## config.mk

```make
export PLATFORM = sky130hd
export DESIGN_NAME = retire_unit_flat
export DESIGN_NICKNAME = d
export VERILOG_FILES = /design/src/rtl/rob_pkg.sv /design/src/rtl/rob_ifs.sv /design/src/rtl/retire_unit.sv /design/src/flat_wrapper.sv
export VERILOG_INCLUDE_DIRS = /design/src /design/src/rtl
export SDC_FILE = /design/constraint.sdc
export NUM_CORES = 1
export LEC_CHECK = 0
export BUFFER_PORTS_ARGS = -buffer_cell sky130_fd_sc_hd__buf_4
export CORE_ASPECT_RATIO = 1.75
export CORE_MARGIN = 5
export CORE_UTILIZATION = 40
export CTS_BUF_LIST = sky130_fd_sc_hd__clkbuf_8 sky130_fd_sc_hd__clkbuf_16
export DETAILED_ROUTE_END_ITERATION = 10
export PLACE_DENSITY_LB_ADDON = 0.12
export SLEW_MARGIN = 10
export SYNTH_ARGS = -nofsm -noshare
export SYNTH_HDL_FRONTEND = slang
export SYNTH_SLANG_ARGS = --single-unit
export TNS_END_PERCENT = 50
```

## constraint.sdc

```tcl
create_clock -name clock -period 2.9 [get_ports clock]
set_clock_uncertainty 0.1 [all_clocks]
set_input_delay 0.145 -clock clock [delete_from_list [all_inputs] [get_ports clock]]
set_output_delay 0.145 -clock clock [all_outputs]
set_load 0.05 [all_outputs]
```

## src/rtl/rob_config.svh

```systemverilog
/* sizing for the reorder-buffer subsystem; ROB_DEPTH and WAYS must be powers of two
   so that slot indices wrap by truncation */
`ifndef ROB_CONFIG_SVH
`define ROB_CONFIG_SVH

// entries in the reorder buffer
`define ROB_DEPTH 16

// dispatch and commit lanes per cycle
`define WAYS 2

// instruction address width
`define XLEN 32

// register file sizes
`define ARCH_REGS 32
`define PRF_REGS 64

`endif

```

## src/rtl/rob_pkg.sv

```systemverilog
/* shared types for dispatch, reorder buffer and retire; widths derive from the config macros */
`include "rob_config.svh"

package rob_pkg;

    // slot index into the buffer
    typedef logic [$clog2(`ROB_DEPTH)-1:0] rob_idx_t;
    // free or used slot count, 0..ROB_DEPTH
    typedef logic [$clog2(`ROB_DEPTH):0] rob_cnt_t;
    // lanes moved in one cycle, 0..WAYS
    typedef logic [$clog2(`WAYS+1)-1:0] lane_cnt_t;

    typedef logic [$clog2(`ARCH_REGS)-1:0] arn_t;
    typedef logic [$clog2(`PRF_REGS)-1:0] prn_t;
    typedef logic [`XLEN-1:0] addr_t;

    // one in-flight instruction
    typedef struct packed {
        arn_t  dest_arn;
        prn_t  dest_prn;
        logic  reg_write;
        logic  is_branch;
        logic  is_store;
        addr_t pc;
        // predicted at dispatch, replaced by the resolved values at completion
        addr_t pred_target;
        logic  pred_dir;
        logic  halt;
        logic  done;
        logic  mispredicted;
    } rob_entry_t;

endpackage

```

## src/rtl/rob_ifs.sv

```systemverilog
/* alloc_if carries credit flow control between dispatch and buffer;
   commit_if has no back-pressure, the retire side always takes every lane */
`include "rob_config.svh"


interface commit_if;

    // per-lane commit info
    logic [`WAYS-1:0]                  valid;
    logic [`WAYS-1:0]                  reg_write;
    rob_pkg::arn_t [`WAYS-1:0]         arn;
    rob_pkg::prn_t [`WAYS-1:0]         prn;

    // control from the last committing lane
    logic                              redirect;
    rob_pkg::addr_t                    redirect_pc;
    logic                              halt;

    modport buffer (output valid, reg_write, arn, prn, redirect, redirect_pc, halt);
    modport retire (input  valid, reg_write, arn, prn, redirect, redirect_pc, halt);

endinterface

```

## src/rtl/retire_unit.sv

```systemverilog
/* all outputs registered one cycle after commit; freed_prn is only meaningful on lanes
   that write a register, and reads 0 otherwise */
`include "rob_config.svh"

module retire_unit (
    input  logic                             clock,
    input  logic                             rst,
    commit_if.retire                         commit,
    output logic [`WAYS-1:0]                 ret_valid,
    output rob_pkg::arn_t [`WAYS-1:0]        ret_arn,
    output rob_pkg::prn_t [`WAYS-1:0]        ret_prn,
    output rob_pkg::prn_t [`WAYS-1:0]        ret_freed_prn,
    output logic                             redirect,
    output rob_pkg::addr_t                   redirect_pc,
    output logic                             halted
);

    // architectural register to physical register
    rob_pkg::prn_t arch_map [`ARCH_REGS];
    rob_pkg::prn_t map_next [`ARCH_REGS];
    rob_pkg::prn_t freed [`WAYS];

    // lane 0 first, so a later lane to the same arn frees lane 0's prn
    always_comb begin
        map_next = arch_map;
        for (int i = 0; i < `WAYS; i++) begin
            freed[i] = '0;
            if (commit.valid[i] && commit.reg_write[i]) begin
                freed[i]                 = map_next[commit.arn[i]];
                map_next[commit.arn[i]] = commit.prn[i];
            end
        end
    end

    // map and control outputs
    always_ff @(posedge clock) begin
        if (rst) begin
            // identity mapping
            for (int i = 0; i < `ARCH_REGS; i++) begin
                arch_map[i] <= rob_pkg::prn_t'(i);
            end
            ret_valid <= '0;
            redirect  <= 1'b0;
            halted    <= 1'b0;
        end else begin
            arch_map  <= map_next;
            ret_valid <= commit.valid;
            redirect  <= commit.redirect;
            // sticky until reset
            halted    <= halted | commit.halt;
        end
    end

    // payload outputs
    always_ff @(posedge clock) begin
        for (int i = 0; i < `WAYS; i++) begin
            ret_arn[i]       <= commit.arn[i];
            ret_prn[i]       <= commit.prn[i];
            ret_freed_prn[i] <= freed[i];
        end
        redirect_pc <= commit.redirect_pc;
    end

endmodule

```

## src/flat_wrapper.sv

```systemverilog
// flat-port wrapper written by rule: the top's interface ports become plain ports
module retire_unit_flat 
  (clock, rst, ret_valid, ret_arn, ret_prn, ret_freed_prn, redirect, redirect_pc, halted, commit_valid, commit_reg_write, commit_arn, commit_prn, commit_redirect, commit_redirect_pc, commit_halt);
  commit_if commit_i ();
  input  logic clock;
  input  logic rst;
  output logic [`WAYS-1:0] ret_valid;
  output rob_pkg::arn_t [`WAYS-1:0] ret_arn;
  output rob_pkg::prn_t [`WAYS-1:0] ret_prn;
  output rob_pkg::prn_t [`WAYS-1:0] ret_freed_prn;
  output logic redirect;
  output rob_pkg::addr_t redirect_pc;
  output logic halted;
  input wire logic [$bits(commit_i.valid)-1:0] commit_valid;
  input wire logic [$bits(commit_i.reg_write)-1:0] commit_reg_write;
  input wire logic [$bits(commit_i.arn)-1:0] commit_arn;
  input wire logic [$bits(commit_i.prn)-1:0] commit_prn;
  input wire logic [$bits(commit_i.redirect)-1:0] commit_redirect;
  input wire logic [$bits(commit_i.redirect_pc)-1:0] commit_redirect_pc;
  input wire logic [$bits(commit_i.halt)-1:0] commit_halt;
  assign commit_i.valid = commit_valid;
  assign commit_i.reg_write = commit_reg_write;
  assign commit_i.arn = commit_arn;
  assign commit_i.prn = commit_prn;
  assign commit_i.redirect = commit_redirect;
  assign commit_i.redirect_pc = commit_redirect_pc;
  assign commit_i.halt = commit_halt;
  retire_unit u_core (.clock(clock), .rst(rst), .commit(commit_i), .ret_valid(ret_valid), .ret_arn(ret_arn), .ret_prn(ret_prn), .ret_freed_prn(ret_freed_prn), .redirect(redirect), .redirect_pc(redirect_pc), .halted(halted));
endmodule
```

==> impl_summary.log <==
[metrics] HP Class: in -> reg
[metrics] headroom to the max-slew limit: between 50 and 60%
[metrics] status: completed
[metrics] total power divided by cell area: 454 nW/µm²
[metrics] utilization after layout: between 40% and 50%
[metrics] average cell area after synthesis: roughly 8.6 µm²
[metrics] clock tree from TritonCTS: done
[metrics] site row count: 94
[metrics] Total Power Consumption: 8.31 mW
[metrics] clock-pin transition on the worst setup and hold timing paths: ~0.070 ns
[metrics] required time of the critical path: 3.22 ns
[metrics] clock tree sinks: 262
[metrics] sequential fraction of the synthesis area: 34.7%
[metrics] CP Capture Type: flop
[metrics] Mapped Area: ~15000 µm²
[metrics] transition time of the tightest slew-check pin: ~0.73 ns
[metrics] number of antenna repair diodes: 0
[metrics] total via count in the routed design: 14800
[metrics] period utilization: between 90% and 100%
[metrics] placeable core area: 37500 µm²
[metrics] synth unique cells: 42
[metrics] Detail Route Antenna Nets: 0
[metrics] setup tns final: 0 ns
[metrics] arrival time at the worst endpoint: 3.09 ns
[metrics] DP Area: 16900 µm²
[metrics] Layout area overhead: 20.8%
[metrics] root buf cell: clkbuf_16
[metrics] DR pass1 iterations: 5
[metrics] global router's overall resource usage: around a third
[metrics] r2r worst-path depth: 5
[metrics] layout cell share with drive strength beyond 1: about a fifth
[metrics] leakage power total: 7.75 nW
[metrics] crit-path max FO: 11
[metrics] Total Routed Length: slightly below 70000 µm
[metrics] setup repair after global routing missed its margin: no
[metrics] total of endpoints with negative setup slack in the final report: 0
[metrics] drt initial violations: between 1000 and 1500
[metrics] worst hold slack after final layout: 0.0525 ns
[metrics] reported max-cap violation count: 0
[metrics] CTS buffer count: 27
[metrics] final design area excluding fillers: 18300 µm²
[metrics] Skew-Pair Late Insertion Delay: approximately 0.56 ns
[metrics] Highest Clock Rate: 361 MHz
[metrics] grt ovf: 0
[metrics] post-synth net total: 1831
[metrics] count of filler cells inserted in the layout: around 3600
[metrics] worst-case setup margin in the final layout: 0.127 ns
[metrics] worst setup slack after placement: 0.0812 ns
[metrics] average routed wire per standard cell: just under 30 µm
[metrics] placed instance count: 2310
[metrics] chip height: around 270 µm
[metrics] number of DRC violations after detailed routing: 0
[metrics] Setup CP Type: in -> reg
[metrics] worst hold path cell count: 3
[metrics] number of antenna violations at the first check in global routing: 0
[metrics] width of the die: between 150 and 200 µm
[metrics] synthesized instance count: 1769
[metrics] pin count of the biggest net entering global routing: 103
[metrics] via density per instance: 6.14
[metrics] die area: 42000 µm²
[metrics] number of port buffers: 131
[metrics] flip-flop and latch count after synthesis: about 260
[metrics] global-route wire length before repair: 101000 µm
[metrics] vias in the first global route: 15100
[metrics] Layout Nets: 1981
[metrics] worst vdd rail ir drop: 451 µV
[metrics] setup repair bufs after CTS: 0
[metrics] Critical Path Source Type: input pin
[metrics] number of H-tree branching levels: 1
[metrics] Yosys warnings: 0
[metrics] final max-slew violation count: 0
[metrics] final period demand of the worst path: roughly 2.8 ns
[metrics] non-filler instance count after layout: about 2400
[metrics] detailed placer's ending HPWL: 49800 µm
[metrics] Initial Util: about two fifths
[metrics] deepest clock path buffer count: 3
[metrics] top-level I/O count: 132
[metrics] Final Hold Fails: 0
[metrics] final weighted congestion in routability-driven placement: 1.02
## worst max-delay path: stages
cell	delay [ns]
dlygate4sd3_1	0.54
buf_4	0.18
and4b_1	0.53
buf_4	0.23
nand2_1	0.09
buf_4	0.23
mux2i_1	0.13
o41ai_1	0.57
and4_1	0.33
a41oi_1	0.11
## registers in the layout, summed over array words and instances, names as in the netlist
register	count
u_core.ret_freed_prn	12
u_core.halted	1
u_core.ret_valid	2
u_core.redirect	1
u_core.ret_prn	12
u_core.ret_arn	10
u_core.redirect_pc	32
u_core.arch_map	192
## area by class of cell
type / count / area (µm²) / share of cell area (%)
clock buffer: 30 / 717 / 3.92
clock inverter: 14 / 91.3 / 0.500
multi-input combinational: 1318 / 9090 / 49.7
sequential: 262 / 5250 / 28.7
tap: 480 / 601 / 3.29
timing repair buffer: 310 / 2530 / 13.8
## cell usage after synthesis
cell type  count  area (µm²)
nand3b_1       1        7.51
and4_1         7        61.3
nor2_1       148         556
a31oi_1        2        12.5
nand2b_1      56         350
a21oi_1       24         120
nand2_4        1        11.3
a311oi_1      57         499
and2_1         3        18.8
and3_1         2        12.5
mux2i_1      265        2650
nand2_2        3        18.8
or2_2         27         169
dfxtp_1      262        5250
buf_4         13        97.6
clkbuf_1     134         503
buf_2         29         145
nand3_1       66         330
or3b_4         1        11.3
a22oi_1       30         225
buf_1          8        30.0
nand4b_1       2        17.5
nor2b_1        5        31.3
nor3_1         1        5.00
nand2_1      341        1280
o22ai_1       24         150
buf_6          5        56.3
and4b_1        2        20.0
a41oi_1       12         105
or4_1         12        90.1
o21ai_1        6        30.0
o21ai_0       72         360
a211oi_1      55         413
nor2_4         3        33.8
nor2_2         4        25.0
nor3_2         1        10.0
nor3b_2        6        75.1
and4bb_2       1        12.5
nand4_1        1        6.26
and3b_1        5        43.8
o41ai_1       24         210
mux4_2        48        1080
## cells by family (layout without fill, tap and decap cells)
kind of cell	count (synthesis)	in the layout	share of synthesized area (%)
simple gates	699	699	21.1
mux	313	313	24.7
compound gates	306	306	14.0
flops	262	262	34.7
buf+inv	189	354	5.50
## cell usage in the layout (no fill, tap or decap), types with 4 or more instances in the layout
cell and n:
nand2_1 341, mux2i_1 265, dfxtp_1 262, buf_4 245, nor2_1 147, o21ai_0 72
nand3_1 66, dlygate4sd3_1 60, a311oi_1 57, nand2b_1 56, a211oi_1 55, mux4_2 48
a22oi_1 30, or2_2 27, clkbuf_16 27, o22ai_1 24, a21oi_1 24, o41ai_1 23
or4_1 12, a41oi_1 12, inv_1 8, and4_1 7, nor3b_2 6, o21ai_1 6
and3b_1 5, nor2_4 4, nor2_2 4, buf_12 4
## routing by layer
metal	part of all wire (%)	wire (µm)	GRT usage, %
met3	6.1	4260	4.74
met1	36	24700	36.3
met2	51	35500	57.6
met5	0	0	0
met4	7.4	5130	19.9
## path summary, 6_finish.rpt
check                            start                       to  slack [ns]
setup / recovery         commit_arn[0]  u_core.ret_freed_prn[9]        0.13
hold / removal     commit_reg_write[0]  u_core.ret_freed_prn[1]        0.05
setup reg to reg  u_core.arch_map[169]  u_core.ret_freed_prn[7]        1.00
hold reg to reg          u_core.halted            u_core.halted        0.37
## what timing repair did
action | in CTS | in global routing
resized for setup | 0 | 1
hold endpoints to repair | 101 | 0
hold buffers | 60 | 0
setup endpoints to repair | 0 | 1
## report_power, final
part	internal, mW	total [mW]	switching (mW)
logic	0.405	1.24	0.833
clock network	1.84	3.35	1.51
registers	3.68	3.72	0.0456
total	5.92	8.31	2.39
No activity file was read; power rests on OpenSTA's default activity.
