$ cat config.mk
export PLATFORM = sky130hd
export DESIGN_NAME = dispatch_stage_flat
export DESIGN_NICKNAME = d
export VERILOG_FILES = /design/src/rtl/rob_pkg.sv /design/src/rtl/rob_ifs.sv /design/src/rtl/dispatch_stage.sv /design/src/flat_wrapper.sv
export VERILOG_INCLUDE_DIRS = /design/src /design/src/rtl
export SDC_FILE = /design/constraint.sdc
export NUM_CORES = 1
export LEC_CHECK = 0
export ABC_AREA = 1
export BUFFER_PORTS_ARGS = -buffer_cell sky130_fd_sc_hd__buf_2
export CORE_AREA = 2 2 139 141
export CTS_CLUSTER_DIAMETER = 60
export CTS_CLUSTER_SIZE = 28
export DETAILED_ROUTE_END_ITERATION = 16
export DIE_AREA = 0 0 141 143
export MAX_ROUTING_LAYER = met4
export PLACE_DENSITY_LB_ADDON = 0.3
export SYNTH_ARGS = -nofsm -noshare
export SYNTH_HDL_FRONTEND = slang
export SYNTH_SLANG_ARGS = --single-unit
export TNS_END_PERCENT = 30
$ cat constraint.sdc
create_clock -name clock -period 2.3 [get_ports clock]
set_input_delay 0.46 -clock clock [delete_from_list [all_inputs] [get_ports clock]]
set_output_delay 0.46 -clock clock [all_outputs]
set_load 0.05 [all_outputs]
$ cat src/rtl/rob_config.svh
/* sizing for the reorder-buffer subsystem; ROB_DEPTH and WAYS must be powers of two
   so that slot indices wrap by truncation */
`ifndef ROB_CONFIG_SVH
`define ROB_CONFIG_SVH

// entries in the reorder buffer
`define ROB_DEPTH 16

// dispatch and commit lanes per cycle
`define WAYS 2

// instruction address width
`define XLEN 32

// register file sizes
`define ARCH_REGS 32
`define PRF_REGS 64

`endif

$ cat src/rtl/rob_pkg.sv
/* shared types for dispatch, reorder buffer and retire; widths derive from the config macros */
`include "rob_config.svh"

package rob_pkg;

    // slot index into the buffer
    typedef logic [$clog2(`ROB_DEPTH)-1:0] rob_idx_t;
    // free or used slot count, 0..ROB_DEPTH
    typedef logic [$clog2(`ROB_DEPTH):0] rob_cnt_t;
    // lanes moved in one cycle, 0..WAYS
    typedef logic [$clog2(`WAYS+1)-1:0] lane_cnt_t;

    typedef logic [$clog2(`ARCH_REGS)-1:0] arn_t;
    typedef logic [$clog2(`PRF_REGS)-1:0] prn_t;
    typedef logic [`XLEN-1:0] addr_t;

    // one in-flight instruction
    typedef struct packed {
        arn_t  dest_arn;
        prn_t  dest_prn;
        logic  reg_write;
        logic  is_branch;
        logic  is_store;
        addr_t pc;
        // predicted at dispatch, replaced by the resolved values at completion
        addr_t pred_target;
        logic  pred_dir;
        logic  halt;
        logic  done;
        logic  mispredicted;
    } rob_entry_t;

endpackage

$ cat src/rtl/rob_ifs.sv
/* alloc_if carries credit flow control between dispatch and buffer;
   commit_if has no back-pressure, the retire side always takes every lane */
`include "rob_config.svh"

interface alloc_if;

    // per-lane writes into the buffer
    logic [`WAYS-1:0]                  wr_valid;
    rob_pkg::rob_entry_t [`WAYS-1:0]   wr_entry;
    rob_pkg::rob_idx_t [`WAYS-1:0]     wr_idx;

    // entries committed this cycle, added back to credits at the edge
    rob_pkg::lane_cnt_t                credit_return;
    // mispredict flush, restarts credits and tail
    logic                              flush;

    modport producer (
        output wr_valid, wr_entry, wr_idx,
        input  credit_return, flush
    );

    modport buffer (
        input  wr_valid, wr_entry, wr_idx,
        output credit_return, flush
    );

endinterface


$ cat src/rtl/dispatch_stage.sv
/* lanes must be valid contiguously from lane 0; accept is combinational and drops to 0
   during a flush cycle, the lanes offered then are discarded */
`include "rob_config.svh"

module dispatch_stage (
    input  logic                             clock,
    input  logic                             rst,
    input  logic [`WAYS-1:0]                 valid,
    input  rob_pkg::arn_t [`WAYS-1:0]        dest_arn,
    input  rob_pkg::prn_t [`WAYS-1:0]        dest_prn,
    input  logic [`WAYS-1:0]                 reg_write,
    input  logic [`WAYS-1:0]                 is_branch,
    input  logic [`WAYS-1:0]                 is_store,
    input  rob_pkg::addr_t [`WAYS-1:0]       pc,
    input  rob_pkg::addr_t [`WAYS-1:0]       pred_target,
    input  logic [`WAYS-1:0]                 pred_dir,
    input  logic [`WAYS-1:0]                 halt,
    output logic [`WAYS-1:0]                 accept,
    output rob_pkg::rob_idx_t [`WAYS-1:0]    rob_idx,
    output rob_pkg::rob_cnt_t                credits,
    alloc_if.producer                        alloc
);

    rob_pkg::rob_idx_t  tail;
    rob_pkg::lane_cnt_t n_accept;

    // in-order prefix of valid lanes covered by credits
    always_comb begin
        n_accept = '0;
        for (int i = 0; i < `WAYS; i++) begin
            accept[i] = valid[i] && (i < credits) && !alloc.flush;
            // no gaps, a lane needs every older lane accepted
            if (i > 0) begin
                accept[i] = accept[i] && accept[i-1];
            end
            if (accept[i]) begin
                n_accept = rob_pkg::lane_cnt_t'(i + 1);
            end
        end
    end

    // slot tags and entry packing
    always_comb begin
        for (int i = 0; i < `WAYS; i++) begin
            // wraps modulo ROB_DEPTH by truncation
            rob_idx[i] = rob_pkg::rob_idx_t'(tail + rob_pkg::rob_idx_t'(i));

            alloc.wr_entry[i].dest_arn     = dest_arn[i];
            alloc.wr_entry[i].dest_prn     = dest_prn[i];
            alloc.wr_entry[i].reg_write    = reg_write[i];
            alloc.wr_entry[i].is_branch    = is_branch[i];
            alloc.wr_entry[i].is_store     = is_store[i];
            alloc.wr_entry[i].pc           = pc[i];
            alloc.wr_entry[i].pred_target  = pred_target[i];
            alloc.wr_entry[i].pred_dir     = pred_dir[i];
            alloc.wr_entry[i].halt         = halt[i];
            // fresh entry, not yet completed
            alloc.wr_entry[i].done         = 1'b0;
            alloc.wr_entry[i].mispredicted = 1'b0;
        end
    end

    assign alloc.wr_valid = accept;
    assign alloc.wr_idx   = rob_idx;

    // credits and tail, both restart on flush
    always_ff @(posedge clock) begin
        if (rst || alloc.flush) begin
            credits <= rob_pkg::rob_cnt_t'(`ROB_DEPTH);
            tail    <= '0;
        end else begin
            credits <= credits - rob_pkg::rob_cnt_t'(n_accept)
                       + rob_pkg::rob_cnt_t'(alloc.credit_return);
            tail    <= rob_pkg::rob_idx_t'(tail + n_accept);
        end
    end

endmodule

$ cat src/flat_wrapper.sv
// flat-port wrapper written by rule: the top's interface ports become plain ports
module dispatch_stage_flat 
  (clock, rst, valid, dest_arn, dest_prn, reg_write, is_branch, is_store, pc, pred_target, pred_dir, halt, accept, rob_idx, credits, alloc_wr_valid, alloc_wr_entry, alloc_wr_idx, alloc_credit_return, alloc_flush);
  alloc_if alloc_i ();
  input  logic clock;
  input  logic rst;
  input  logic [`WAYS-1:0] valid;
  input  rob_pkg::arn_t [`WAYS-1:0] dest_arn;
  input  rob_pkg::prn_t [`WAYS-1:0] dest_prn;
  input  logic [`WAYS-1:0] reg_write;
  input  logic [`WAYS-1:0] is_branch;
  input  logic [`WAYS-1:0] is_store;
  input  rob_pkg::addr_t [`WAYS-1:0] pc;
  input  rob_pkg::addr_t [`WAYS-1:0] pred_target;
  input  logic [`WAYS-1:0] pred_dir;
  input  logic [`WAYS-1:0] halt;
  output logic [`WAYS-1:0] accept;
  output rob_pkg::rob_idx_t [`WAYS-1:0] rob_idx;
  output rob_pkg::rob_cnt_t credits;
  output wire logic [$bits(alloc_i.wr_valid)-1:0] alloc_wr_valid;
  output wire logic [$bits(alloc_i.wr_entry)-1:0] alloc_wr_entry;
  output wire logic [$bits(alloc_i.wr_idx)-1:0] alloc_wr_idx;
  input wire logic [$bits(alloc_i.credit_return)-1:0] alloc_credit_return;
  input wire logic [$bits(alloc_i.flush)-1:0] alloc_flush;
  assign alloc_wr_valid = alloc_i.wr_valid;
  assign alloc_wr_entry = alloc_i.wr_entry;
  assign alloc_wr_idx = alloc_i.wr_idx;
  assign alloc_i.credit_return = alloc_credit_return;
  assign alloc_i.flush = alloc_flush;
  dispatch_stage u_core (.clock(clock), .rst(rst), .valid(valid), .dest_arn(dest_arn), .dest_prn(dest_prn), .reg_write(reg_write), .is_branch(is_branch), .is_store(is_store), .pc(pc), .pred_target(pred_target), .pred_dir(pred_dir), .halt(halt), .accept(accept), .rob_idx(rob_idx), .credits(credits), .alloc(alloc_i));
endmodule
==> reports/results.txt <==
Outcome - finished, final reports clean
Worst-path clk slew - 0.04 ns
Most used DFF post-synth - dfxtp_1
Critical path type - reg2reg
Reg-to-reg critical path startpoint - u_core.credits[3]
RSZ-0062 raised after global routing - yes
Largest net degree at the start of global routing - 8
DR pass1 iterations - 5
Fin worst setup slack - 0.1125 ns
Worst Setup SP - u_core.credits[3]
Initial Util - 10.41%
Die H - 143 um
F_max - 457.1 MHz
Max incr delay on CP - 0.45 ns
Max cap viols - 0
CP delay by family, top - adder cells
Buf/Inv on CP - 1
Initial antenna violation count - 0
Cell Rows - 50
Antenna cells - 0
Drt drc - 0
CTS H-tree depth - 1
Max-slew violation count - 0
Mapped Cells - 254
Pleak - 0.5821 nW
DP Worst Slack - -0.07927 ns
Period utilization - 95.11%
First-pass GRT wire length - 6368 um
Yosys warnings - 0
Required time worst endpoint - 2.42 ns
Critical Path Start Type - flip-flop
Die W - 141 um
Gr ovfl total - 0
Slowest-stage cell, CP - fa_2
Synth cell types - 18
GP Congestion - 0.7088
GRT Total Usage - 4.608%
DRT Wirelength - 5014 um
Endpoints failing hold - 0
# fillers - 2156
Crit path arrival time - 2.31 ns
Avg Cell Area, Syn - 7.616 sq um
TritonCTS Buffers - 3
Total Nets Final - 308
Core ar. - 18580 sq um
Clock sink total - 9
Seq cells post-synth - 9
Setup violators final - 0
Insertion delay to the later sink of the worst-skew pair - 0.24 ns
Share of flip-flops with an asynchronous set or reset - 0%
Via/cell ratio - 2.320
Post-CTS Hold Buffers - 0
Total negative setup slack - 0 ns
Post-DP Area - 1191 sq um
Die area - 20160 sq um
Design Area, Final - 1318 sq um
Share of layout cells above drive strength 1 - 49.22%
Layout Cells excl Fill - 362
Worst Clk Skew - 0.002836 ns
Post-route ant nets - 0
PD cells - 626.8 nW/um^2
Min-delay src - rst
Peak VDD IR - 0.1489 mV
Vias in the first global route - 826
DRT iter0 DRCs - 25
Number of synthesized flops with an enable pin - 0
Hold Crit Class - in2reg
Register area share after synthesis - 9.314%
Final core occ - 7.091%
Critical path, cell by cell - inv_4 > ha_4 > a31oi_4 > and2_4 > fa_2 > fa_2 > nand3b_1 > nand3b_1 > nand3_1
Via count - 840
Cells after DPL - 353
TritonCTS clock tree - done
WL/cell - 13.85 um
Post-Synthesis Cell Area - 1934 sq um
Post-DP HPWL - 4600 um
Tmin final - 2.187 ns
Root buffer cell - clkbuf_16
Syn-to-layout area delta - -31.89%
Worst Setup End Kind - flip-flop
Clock buffer depth - 2
Port Buffer Count - 31
Max FO, Critical Path - 2
Io pins - 356
repair_timing:
| item | 4_1_cts | 5_1_grt |
|---|---|---|
| setup endpoints to repair | 0 | 2 |
| gates resized for setup | 0 | 4 |
| endpoints found under the hold margin | 0 | 0 |
| setup buffers | 0 | 5 |
final timing paths:
check | end | slack [ns] | cells past startpoint
worst max-delay path | u_core.credits[4] | 0.11 | 9
worst min-delay path | u_core.credits[4] | 0.46 | 3
worst max register to register | u_core.credits[4] | 0.11 | 9
worst min register to register | u_core.tail[3] | 0.50 | 2
registers in the layout, indices dropped and copies added (netlist names):
signal,flops
u_core.credits,5
u_core.tail,4
through the flow:
step                total power, W  hold slack [ns]
floorplan                 0.001191           0.5734
global placement         0.0005094           0.4943
detailed placement       0.0005091           0.4949
CTS                      0.0008333           0.4577
global route             0.0008858           0.4856
finish                   0.0008258           0.4572
layer usage:
metal / wire, um / vias up / global-route usage [%]
met5: 0 / - / -
met3: 1268 / 33 / 5.198
met1: 953 / 330 / 2.247
met2: 2486 / 145 / 7.882
li1: - / 332 / -
met4: 306 / 0 / 3.105
cells in the final DEF, fill, tap and decap left out:
master | netlist | routed
buf_2 | 0 | 31
inv_1 | 22 | 20
buf_4 | 174 | 10
nor2_1 | 9 | 8
nand2_1 | 8 | 7
ha_1 | 9 | 7
nand3_1 | 4 | 4
a21oi_1 | 4 | 4
conb_1 | 1 | 4
dfxtp_4 | 0 | 4
dfxtp_1 | 9 | 4
clkbuf_16 | 0 | 3
nor2_2 | 1 | 2
xor2_2 | 0 | 2
nand3b_1 | 2 | 2
fa_2 | 0 | 2
nand4_1 | 1 | 1
nand2_2 | 0 | 1
a31oi_4 | 0 | 1
and2_4 | 0 | 1
inv_4 | 0 | 1
inv_2 | 0 | 1
xor2_1 | 3 | 1
xnor2_1 | 1 | 1
nand3_2 | 1 | 1
fa_1 | 3 | 1
ha_2 | 0 | 1
ha_4 | 0 | 1
clkbuf_1 | 0 | 1
dfxtp_2 | 0 | 1
where the power goes:
part / internal, W / leakage [nW] / switching, W
sequential: 0.000175 / 0.0759 / 0.0000130
combinational: 0.000114 / 0.468 / 0.000212
clock: 0.000232 / 0.0382 / 0.0000793
total: 0.000521 / 0.582 / 0.000304
area by class of cell:
| type | instances | area [sq um] | area share, % |
|---|---|---|---|
| multi-input combinational | 52 | 434.2 | 32.95 |
| tap | 234 | 292.8 | 22.22 |
| timing repair buffer | 41 | 230.2 | 17.47 |
| sequential | 9 | 196.4 | 14.91 |
| inverter | 22 | 85.08 | 6.458 |
| clock buffer | 4 | 78.83 | 5.983 |
worst register-to-register path, cell delays in order (launching register included):
cell and delay, ns:
dfxtp_4 0.35, inv_4 0.04, ha_4 0.16, a31oi_4 0.14
and2_4 0.18, fa_2 0.45, fa_2 0.40, nand3b_1 0.19
nand3b_1 0.10, nand3_1 0.06
cells in the mapped netlist (2+ instances only):
master	count	area [sq um]
buf_4	174	1306
inv_1	22	82.58
dfxtp_1	9	180.2
ha_1	9	112.6
nor2_1	9	33.78
nand2_1	8	30.03
a21oi_1	4	20.02
nand3_1	4	20.02
fa_1	3	60.06
xor2_1	3	26.28
nand3b_1	2	15.01
cell families after synthesis:
kind of cell	Yosys count	synth area share [%]
other cells	1	0.1939
flops	9	9.314
buf+inv	196	71.80
xor+xnor	4	1.811
simple gates	27	6.598
compound gates	5	1.359
fa+ha+maj	12	8.926
(Power assumes the default switching activity.)
