File: config.mk
export PLATFORM = sky130hd
export DESIGN_NAME = rob_flat
export DESIGN_NICKNAME = d
export VERILOG_FILES = /design/src/rtl/rob_pkg.sv /design/src/rtl/rob_ifs.sv /design/src/rtl/rob.sv /design/src/flat_wrapper.sv
export VERILOG_INCLUDE_DIRS = /design/src /design/src/rtl
export SDC_FILE = /design/constraint.sdc
export NUM_CORES = 2
export LEC_CHECK = 0
export BUFFER_PORTS_ARGS = -buffer_cell sky130_fd_sc_hd__buf_2
export CAP_MARGIN = 20
export CORE_AREA = 2 2 499 501
export CTS_BUF_LIST = sky130_fd_sc_hd__clkbuf_2 sky130_fd_sc_hd__clkbuf_4 sky130_fd_sc_hd__clkbuf_8
export DETAILED_ROUTE_END_ITERATION = 10
export DIE_AREA = 0 0 501 503
export PLACE_DENSITY = 0.58
export SLEW_MARGIN = 0
export SYNTH_ARGS = -nofsm -noshare
export SYNTH_HDL_FRONTEND = slang
export SYNTH_SLANG_ARGS = --single-unit
File: constraint.sdc
create_clock -name clock -period 8.81 [get_ports clock]
set_clock_uncertainty 0.15 [all_clocks]
set_input_delay 0.4405 -clock clock [delete_from_list [all_inputs] [get_ports clock]]
set_output_delay 0.4405 -clock clock [all_outputs]
set_load 0.02 [all_outputs]
File: src/rtl/rob_config.svh
/* sizing for the reorder-buffer subsystem; ROB_DEPTH and WAYS must be powers of two
   so that slot indices wrap by truncation */
`ifndef ROB_CONFIG_SVH
`define ROB_CONFIG_SVH

// entries in the reorder buffer
`define ROB_DEPTH 16

// dispatch and commit lanes per cycle
`define WAYS 2

// instruction address width
`define XLEN 32

// register file sizes
`define ARCH_REGS 32
`define PRF_REGS 64

`endif

File: src/rtl/rob_pkg.sv
/* shared types for dispatch, reorder buffer and retire; widths derive from the config macros */
`include "rob_config.svh"

package rob_pkg;

    // slot index into the buffer
    typedef logic [$clog2(`ROB_DEPTH)-1:0] rob_idx_t;
    // free or used slot count, 0..ROB_DEPTH
    typedef logic [$clog2(`ROB_DEPTH):0] rob_cnt_t;
    // lanes moved in one cycle, 0..WAYS
    typedef logic [$clog2(`WAYS+1)-1:0] lane_cnt_t;

    typedef logic [$clog2(`ARCH_REGS)-1:0] arn_t;
    typedef logic [$clog2(`PRF_REGS)-1:0] prn_t;
    typedef logic [`XLEN-1:0] addr_t;

    // one in-flight instruction
    typedef struct packed {
        arn_t  dest_arn;
        prn_t  dest_prn;
        logic  reg_write;
        logic  is_branch;
        logic  is_store;
        addr_t pc;
        // predicted at dispatch, replaced by the resolved values at completion
        addr_t pred_target;
        logic  pred_dir;
        logic  halt;
        logic  done;
        logic  mispredicted;
    } rob_entry_t;

endpackage

File: src/rtl/rob_ifs.sv
/* alloc_if carries credit flow control between dispatch and buffer;
   commit_if has no back-pressure, the retire side always takes every lane */
`include "rob_config.svh"

interface alloc_if;

    // per-lane writes into the buffer
    logic [`WAYS-1:0]                  wr_valid;
    rob_pkg::rob_entry_t [`WAYS-1:0]   wr_entry;
    rob_pkg::rob_idx_t [`WAYS-1:0]     wr_idx;

    // entries committed this cycle, added back to credits at the edge
    rob_pkg::lane_cnt_t                credit_return;
    // mispredict flush, restarts credits and tail
    logic                              flush;

    modport producer (
        output wr_valid, wr_entry, wr_idx,
        input  credit_return, flush
    );

    modport buffer (
        input  wr_valid, wr_entry, wr_idx,
        output credit_return, flush
    );

endinterface

interface commit_if;

    // per-lane commit info
    logic [`WAYS-1:0]                  valid;
    logic [`WAYS-1:0]                  reg_write;
    rob_pkg::arn_t [`WAYS-1:0]         arn;
    rob_pkg::prn_t [`WAYS-1:0]         prn;

    // control from the last committing lane
    logic                              redirect;
    rob_pkg::addr_t                    redirect_pc;
    logic                              halt;

    modport buffer (output valid, reg_write, arn, prn, redirect, redirect_pc, halt);
    modport retire (input  valid, reg_write, arn, prn, redirect, redirect_pc, halt);

endinterface

File: src/rtl/rob.sv
/* completions are ignored for slots not holding a live entry; at most one store commits
   per cycle, and nothing commits after a halt until reset */
`include "rob_config.svh"

module rob (
    input  logic                             clock,
    input  logic                             rst,
    input  logic [`WAYS-1:0]                 cmp_valid,
    input  rob_pkg::rob_idx_t [`WAYS-1:0]    cmp_idx,
    input  logic [`WAYS-1:0]                 cmp_dir,
    input  rob_pkg::addr_t [`WAYS-1:0]       cmp_target,
    alloc_if.buffer                          alloc,
    commit_if.buffer                         commit
);

    rob_pkg::rob_entry_t entries [`ROB_DEPTH];
    // live entry per slot
    logic [`ROB_DEPTH-1:0] occupied;
    rob_pkg::rob_idx_t     head;
    // set once a halt has committed
    logic                  stopped;

    // head-relative view of the commit window
    rob_pkg::rob_idx_t     lane_slot [`WAYS];
    rob_pkg::rob_entry_t   lane_entry [`WAYS];
    logic [`WAYS-1:0]      lane_ready;

    logic [`WAYS-1:0]      commit_lane;
    rob_pkg::lane_cnt_t    n_commit;
    logic                  flush;
    rob_pkg::addr_t        flush_pc;
    logic                  halt_commit;

    always_comb begin
        for (int i = 0; i < `WAYS; i++) begin
            lane_slot[i]  = rob_pkg::rob_idx_t'(head + rob_pkg::rob_idx_t'(i));
            lane_entry[i] = entries[lane_slot[i]];
            lane_ready[i] = occupied[lane_slot[i]] && lane_entry[i].done;
        end
    end

    // in-order commit selection
    always_comb begin
        logic stop;
        logic store_seen;

        stop        = stopped;
        store_seen  = 1'b0;
        commit_lane = '0;
        n_commit    = '0;
        flush       = 1'b0;
        flush_pc    = '0;
        halt_commit = 1'b0;
        for (int i = 0; i < `WAYS; i++) begin
            // second store in the same cycle waits
            if (!stop && lane_ready[i] && !(lane_entry[i].is_store && store_seen)) begin
                commit_lane[i] = 1'b1;
                n_commit       = rob_pkg::lane_cnt_t'(i + 1);
                store_seen     = store_seen | lane_entry[i].is_store;
                if (lane_entry[i].halt) begin
                    halt_commit = 1'b1;
                    stop        = 1'b1;
                end
                // mispredicted branch commits, younger lanes are squashed
                if (lane_entry[i].is_branch && lane_entry[i].mispredicted) begin
                    flush = 1'b1;
                    stop  = 1'b1;
                    if (lane_entry[i].pred_dir) begin
                        flush_pc = lane_entry[i].pred_target;
                    end else begin
                        flush_pc = lane_entry[i].pc + rob_pkg::addr_t'(4);
                    end
                end
            end else begin
                stop = 1'b1;
            end
        end
    end

    // commit port
    always_comb begin
        for (int i = 0; i < `WAYS; i++) begin
            commit.valid[i]     = commit_lane[i];
            commit.reg_write[i] = commit_lane[i] && lane_entry[i].reg_write;
            commit.arn[i]       = lane_entry[i].dest_arn;
            commit.prn[i]       = lane_entry[i].dest_prn;
        end
    end

    assign commit.redirect    = flush;
    assign commit.redirect_pc = flush_pc;
    assign commit.halt        = halt_commit;

    assign alloc.credit_return = n_commit;
    assign alloc.flush         = flush;

    // head, occupancy and halt state
    always_ff @(posedge clock) begin
        if (rst) begin
            head     <= '0;
            occupied <= '0;
            stopped  <= 1'b0;
        end else if (flush) begin
            // whole buffer squashed, restart at slot 0
            head     <= '0;
            occupied <= '0;
        end else begin
            head    <= rob_pkg::rob_idx_t'(head + n_commit);
            stopped <= stopped | halt_commit;
            for (int i = 0; i < `WAYS; i++) begin
                if (commit_lane[i]) begin
                    occupied[lane_slot[i]] <= 1'b0;
                end
            end
            // credits keep new writes off slots freed this cycle
            for (int i = 0; i < `WAYS; i++) begin
                if (alloc.wr_valid[i]) begin
                    occupied[alloc.wr_idx[i]] <= 1'b1;
                end
            end
        end
    end

    // entry payload, allocation then completion
    always_ff @(posedge clock) begin
        for (int i = 0; i < `WAYS; i++) begin
            if (alloc.wr_valid[i]) begin
                entries[alloc.wr_idx[i]] <= alloc.wr_entry[i];
            end
        end
        for (int i = 0; i < `WAYS; i++) begin
            if (cmp_valid[i] && occupied[cmp_idx[i]]) begin
                entries[cmp_idx[i]].done         <= 1'b1;
                entries[cmp_idx[i]].mispredicted <= entries[cmp_idx[i]].is_branch
                    && (cmp_target[i] != entries[cmp_idx[i]].pred_target);
                // resolved outcome replaces the prediction
                entries[cmp_idx[i]].pred_dir     <= cmp_dir[i];
                entries[cmp_idx[i]].pred_target  <= cmp_target[i];
            end
        end
    end

endmodule

File: src/flat_wrapper.sv
// flat-port wrapper written by rule: the top's interface ports become plain ports
module rob_flat 
  (clock, rst, cmp_valid, cmp_idx, cmp_dir, cmp_target, alloc_wr_valid, alloc_wr_entry, alloc_wr_idx, alloc_credit_return, alloc_flush, commit_valid, commit_reg_write, commit_arn, commit_prn, commit_redirect, commit_redirect_pc, commit_halt);
  alloc_if alloc_i ();
  commit_if commit_i ();
  input  logic clock;
  input  logic rst;
  input  logic [`WAYS-1:0] cmp_valid;
  input  rob_pkg::rob_idx_t [`WAYS-1:0] cmp_idx;
  input  logic [`WAYS-1:0] cmp_dir;
  input  rob_pkg::addr_t [`WAYS-1:0] cmp_target;
  input wire logic [$bits(alloc_i.wr_valid)-1:0] alloc_wr_valid;
  input wire logic [$bits(alloc_i.wr_entry)-1:0] alloc_wr_entry;
  input wire logic [$bits(alloc_i.wr_idx)-1:0] alloc_wr_idx;
  output wire logic [$bits(alloc_i.credit_return)-1:0] alloc_credit_return;
  output wire logic [$bits(alloc_i.flush)-1:0] alloc_flush;
  output wire logic [$bits(commit_i.valid)-1:0] commit_valid;
  output wire logic [$bits(commit_i.reg_write)-1:0] commit_reg_write;
  output wire logic [$bits(commit_i.arn)-1:0] commit_arn;
  output wire logic [$bits(commit_i.prn)-1:0] commit_prn;
  output wire logic [$bits(commit_i.redirect)-1:0] commit_redirect;
  output wire logic [$bits(commit_i.redirect_pc)-1:0] commit_redirect_pc;
  output wire logic [$bits(commit_i.halt)-1:0] commit_halt;
  assign alloc_i.wr_valid = alloc_wr_valid;
  assign alloc_i.wr_entry = alloc_wr_entry;
  assign alloc_i.wr_idx = alloc_wr_idx;
  assign alloc_credit_return = alloc_i.credit_return;
  assign alloc_flush = alloc_i.flush;
  assign commit_valid = commit_i.valid;
  assign commit_reg_write = commit_i.reg_write;
  assign commit_arn = commit_i.arn;
  assign commit_prn = commit_i.prn;
  assign commit_redirect = commit_i.redirect;
  assign commit_redirect_pc = commit_i.redirect_pc;
  assign commit_halt = commit_i.halt;
  rob u_core (.clock(clock), .rst(rst), .cmp_valid(cmp_valid), .cmp_idx(cmp_idx), .cmp_dir(cmp_dir), .cmp_target(cmp_target), .alloc(alloc_i), .commit(commit_i));
endmodule
==> flow_summary.toml <==
[global_route]
use_met2_pct = 49.54
grt_max_degree = 168
grt_use_total_pct = 33.78
met1_usage_pct = 42.77
grt_overflow_total = 0
grt_pass1_wl_mm = 600.4
grt_util_met3_pct = 10.96
antenna_found_initial = 67
grt_pass1_vias = 76270
busiest_layer = "met2"

[logic_synthesis]
synth.distinct_cells = 79
async_flop_share_pct = 0
yosys_warnings = 0
syn-cell-area_sq_um = 98390
ys_seq_elements = 1333
synth_common_cells = "edfxtp_1, nand2_1, o21ai_0"
synth_fp_nets = 8140
synth_top_area_share_pct = 39.55
avgSynthCellArea_sq_um = 12.49
seq_area_frac_synth_pct = 40.31
synth_cells = 7879
yosysTopAreaCell = "edfxtp_1"
synthFlopType = "edfxtp_1"
synth-edff-count = 1296
synth_most_common_cell = "edfxtp_1"
synth_area_leaders = "edfxtp_1, mux4_2, mux2_2"

[power_and_ir_drop]
p_per_area_nw_per_um2 = 146.0
power.leakage_nw = 36.14
ir_drop_v = 0.0001971

[placement]
io_buffers = 314
globalplace.congestion = 0.9317
hpwl_mm = 251.9
pre_cts_slack_ns = 2.436
dp_cells = 10640

[routing]
ant_nets = 0
drtIter0Drc = 13540
drt_first_pass_iters = 8
drc_errors = 0
viasPerCell = 6.973
wl_per_cell_um = 37.94
drt_wl_total_mm = 435.7
vias = 80080

[finish]
syn_to_final_growth_pct = 12.61
fin_nets = 8295
drive_gt1_share_pct = 34.12
fin_cells = 11490

[hold_path]
holdPathStages = 5
hold_class = "input port to flop"

[outcome]
status = "finished clean"

[timing]
worst_pin_slew_ns = 1.287
finalCritPeriodShare_pct = 84.52
fin_crit_ns = 7.446
setup-tns-final_ns = 0
slew_headroom_pct = 14.17
fin_ws_ns = 1.364
setup_viol_count_final = 0
drv_slew = 0
fmax_mhz = 134.3
rsz0062_at_grt = "false"
hold_viol = 0

[worst_setup_path]
cp.required_ns = 8.22
crit_type = "flop to output port"
rr_worst_depth = 12
crit_fanout = 49
worstPathArrival_ns = 6.86
setup.worst_path.start_class = "flop"
end_kind = "output port"

[cts]
clk_latency_ns = 1.10
cts.sinks = 1333
htreeDepth = 4
cts_inserted_buffers = 234
cts_tree = "built"
cts.path.max_buffers = 3
clk_pin_slew_ns = 0.06
root_buffer = "clkbuf_8"
cts_resized = 0

[flow_run]
maxCapViolCount = 0

[die]
die_h_um = 503
pin_count = 315
die_area_sq_um = 252000
die_w_um = 501
start_util_pct = 39.83
row_count = 183
coreArea_sq_um = 247100
## cell usage in the layout (no fill, tap or decap), types with 12 or more instances in the layout
| cell | Yosys | final |
|---|---|---|
| xor2_1 | 50 | 49 |
| nor4_1 | 15 | 14 |
| clkbuf_8 | 0 | 241 |
| dfxtp_1 | 37 | 33 |
| buf_12 | 10 | 22 |
| clkinv_1 | 1 | 53 |
| clkinv_2 | 0 | 33 |
| nor2_4 | 0 | 22 |
| buf_4 | 51 | 147 |
| nor2_1 | 70 | 46 |
| a21oi_1 | 47 | 47 |
| a22oi_1 | 45 | 45 |
| and4_1 | 22 | 22 |
| mux4_2 | 1051 | 1051 |
| inv_1 | 31 | 30 |
| nand2_1 | 1195 | 1194 |
| nor3_1 | 27 | 23 |
| mux2i_1 | 615 | 615 |
| diode_2 | 0 | 29 |
| o211ai_1 | 14 | 14 |
| buf_2 | 127 | 309 |
| nor2b_1 | 24 | 20 |
| a221oi_1 | 16 | 16 |
| nand3_1 | 186 | 164 |
| edfxtp_1 | 1296 | 1296 |
| xnor2_1 | 66 | 65 |
| o221ai_1 | 25 | 25 |
| or3_1 | 14 | 12 |
| nand2b_1 | 19 | 17 |
| o21ai_0 | 1097 | 1091 |
| a22o_1 | 13 | 13 |
| dlygate4sd3_1 | 0 | 385 |
| nand3b_1 | 21 | 21 |
| mux2_2 | 766 | 766 |
| clkbuf_4 | 2 | 72 |
| o22ai_1 | 27 | 18 |
| nand3_4 | 0 | 22 |
| nand4_1 | 13 | 13 |
## sequential cells by signal, indices dropped and copies added, names as in the netlist
register and cells:
u_core.entries 1312, u_core.occupied 16, u_core.head 4, u_core.stopped 1
## power breakdown
part / total [mW] / switching (mW) / internal [mW]
Clock: 6.04 / 2.92 / 3.12
Combinational: 2.75 / 1.56 / 1.19
Sequential: 7.39 / 0.153 / 7.24
Total: 16.2 / 4.64 / 11.5
## cell families after synthesis
| family | synth area share (%) |
|---|---|
| XOR/XNOR | 1.066 |
| AND/OR/NAND/NOR | 7.219 |
| buffers and inverters | 4.582 |
| multiplexers | 39.35 |
| flip-flops | 40.31 |
| adder cells (fa/ha/maj) | 0.1221 |
| AO/OA/AOI/OAI | 7.361 |
## through the flow
stage	hold WS (ns)	utilization, %	total power, mW	area (sq um)
after global routing	0.06661	44.84	16.58	110800
after CTS	0.009528	44.73	16.11	110500
after detailed placement	0.3604	41.28	9.991	102000
final	0.07934	44.85	16.18	110800
after global placement	0.3645	41.26	9.941	101900
after floorplan	0.3260	-	9.142	98390
## final cells by class
type / instances / area [sq um]
repair buffers: 875 / 7201
inverters: 33 / 126.4
clock inverters: 108 / 824.5
flip-flops and latches: 1333 / 39670
multi-input cells: 5557 / 55000
diodes: 29 / 72.57
well taps: 3237 / 4050
fillers: 22160 / 136300
clock buffers: 313 / 3857
## routing by layer
layer / up-vias / part of all wire [%]
li1: 31210 / -
met1: 39910 / 35
met2: 7178 / 43
met3: 1748 / 14
met4: 40 / 8.0
met5: - / 0.056
## critical path: stages, from the launching register on
cell	delay [ns]
dfxtp_4	0.83
inv_2	0.27
ha_4	0.97
buf_12	0.44
mux4_2	0.31
nand3_1	0.10
and4_1	0.37
nor4_1	0.55
nand4b_1	0.58
o31a_1	0.45
o31ai_1	0.25
o221ai_1	0.28
buf_2	0.24
## what timing repair did
action                                 4_1_cts  5_1_grt
buffers inserted                             0        0
endpoints found under the hold margin     1334        0
hold buffers                               385        0
## final timing paths
kind | endpoint | slack, ns | from
setup / recovery | commit_redirect_pc[26] | 1.36 | u_core.head[0]
hold / removal | u_core.occupied[7] | 0.08 | alloc_wr_valid[0]
setup reg to reg | u_core.occupied[15] | 3.13 | u_core.head[3]
hold reg to reg | u_core.entries[1][1] | 0.37 | u_core.entries[1][1]
Note: power is estimated with default switching activity, not from simulation.
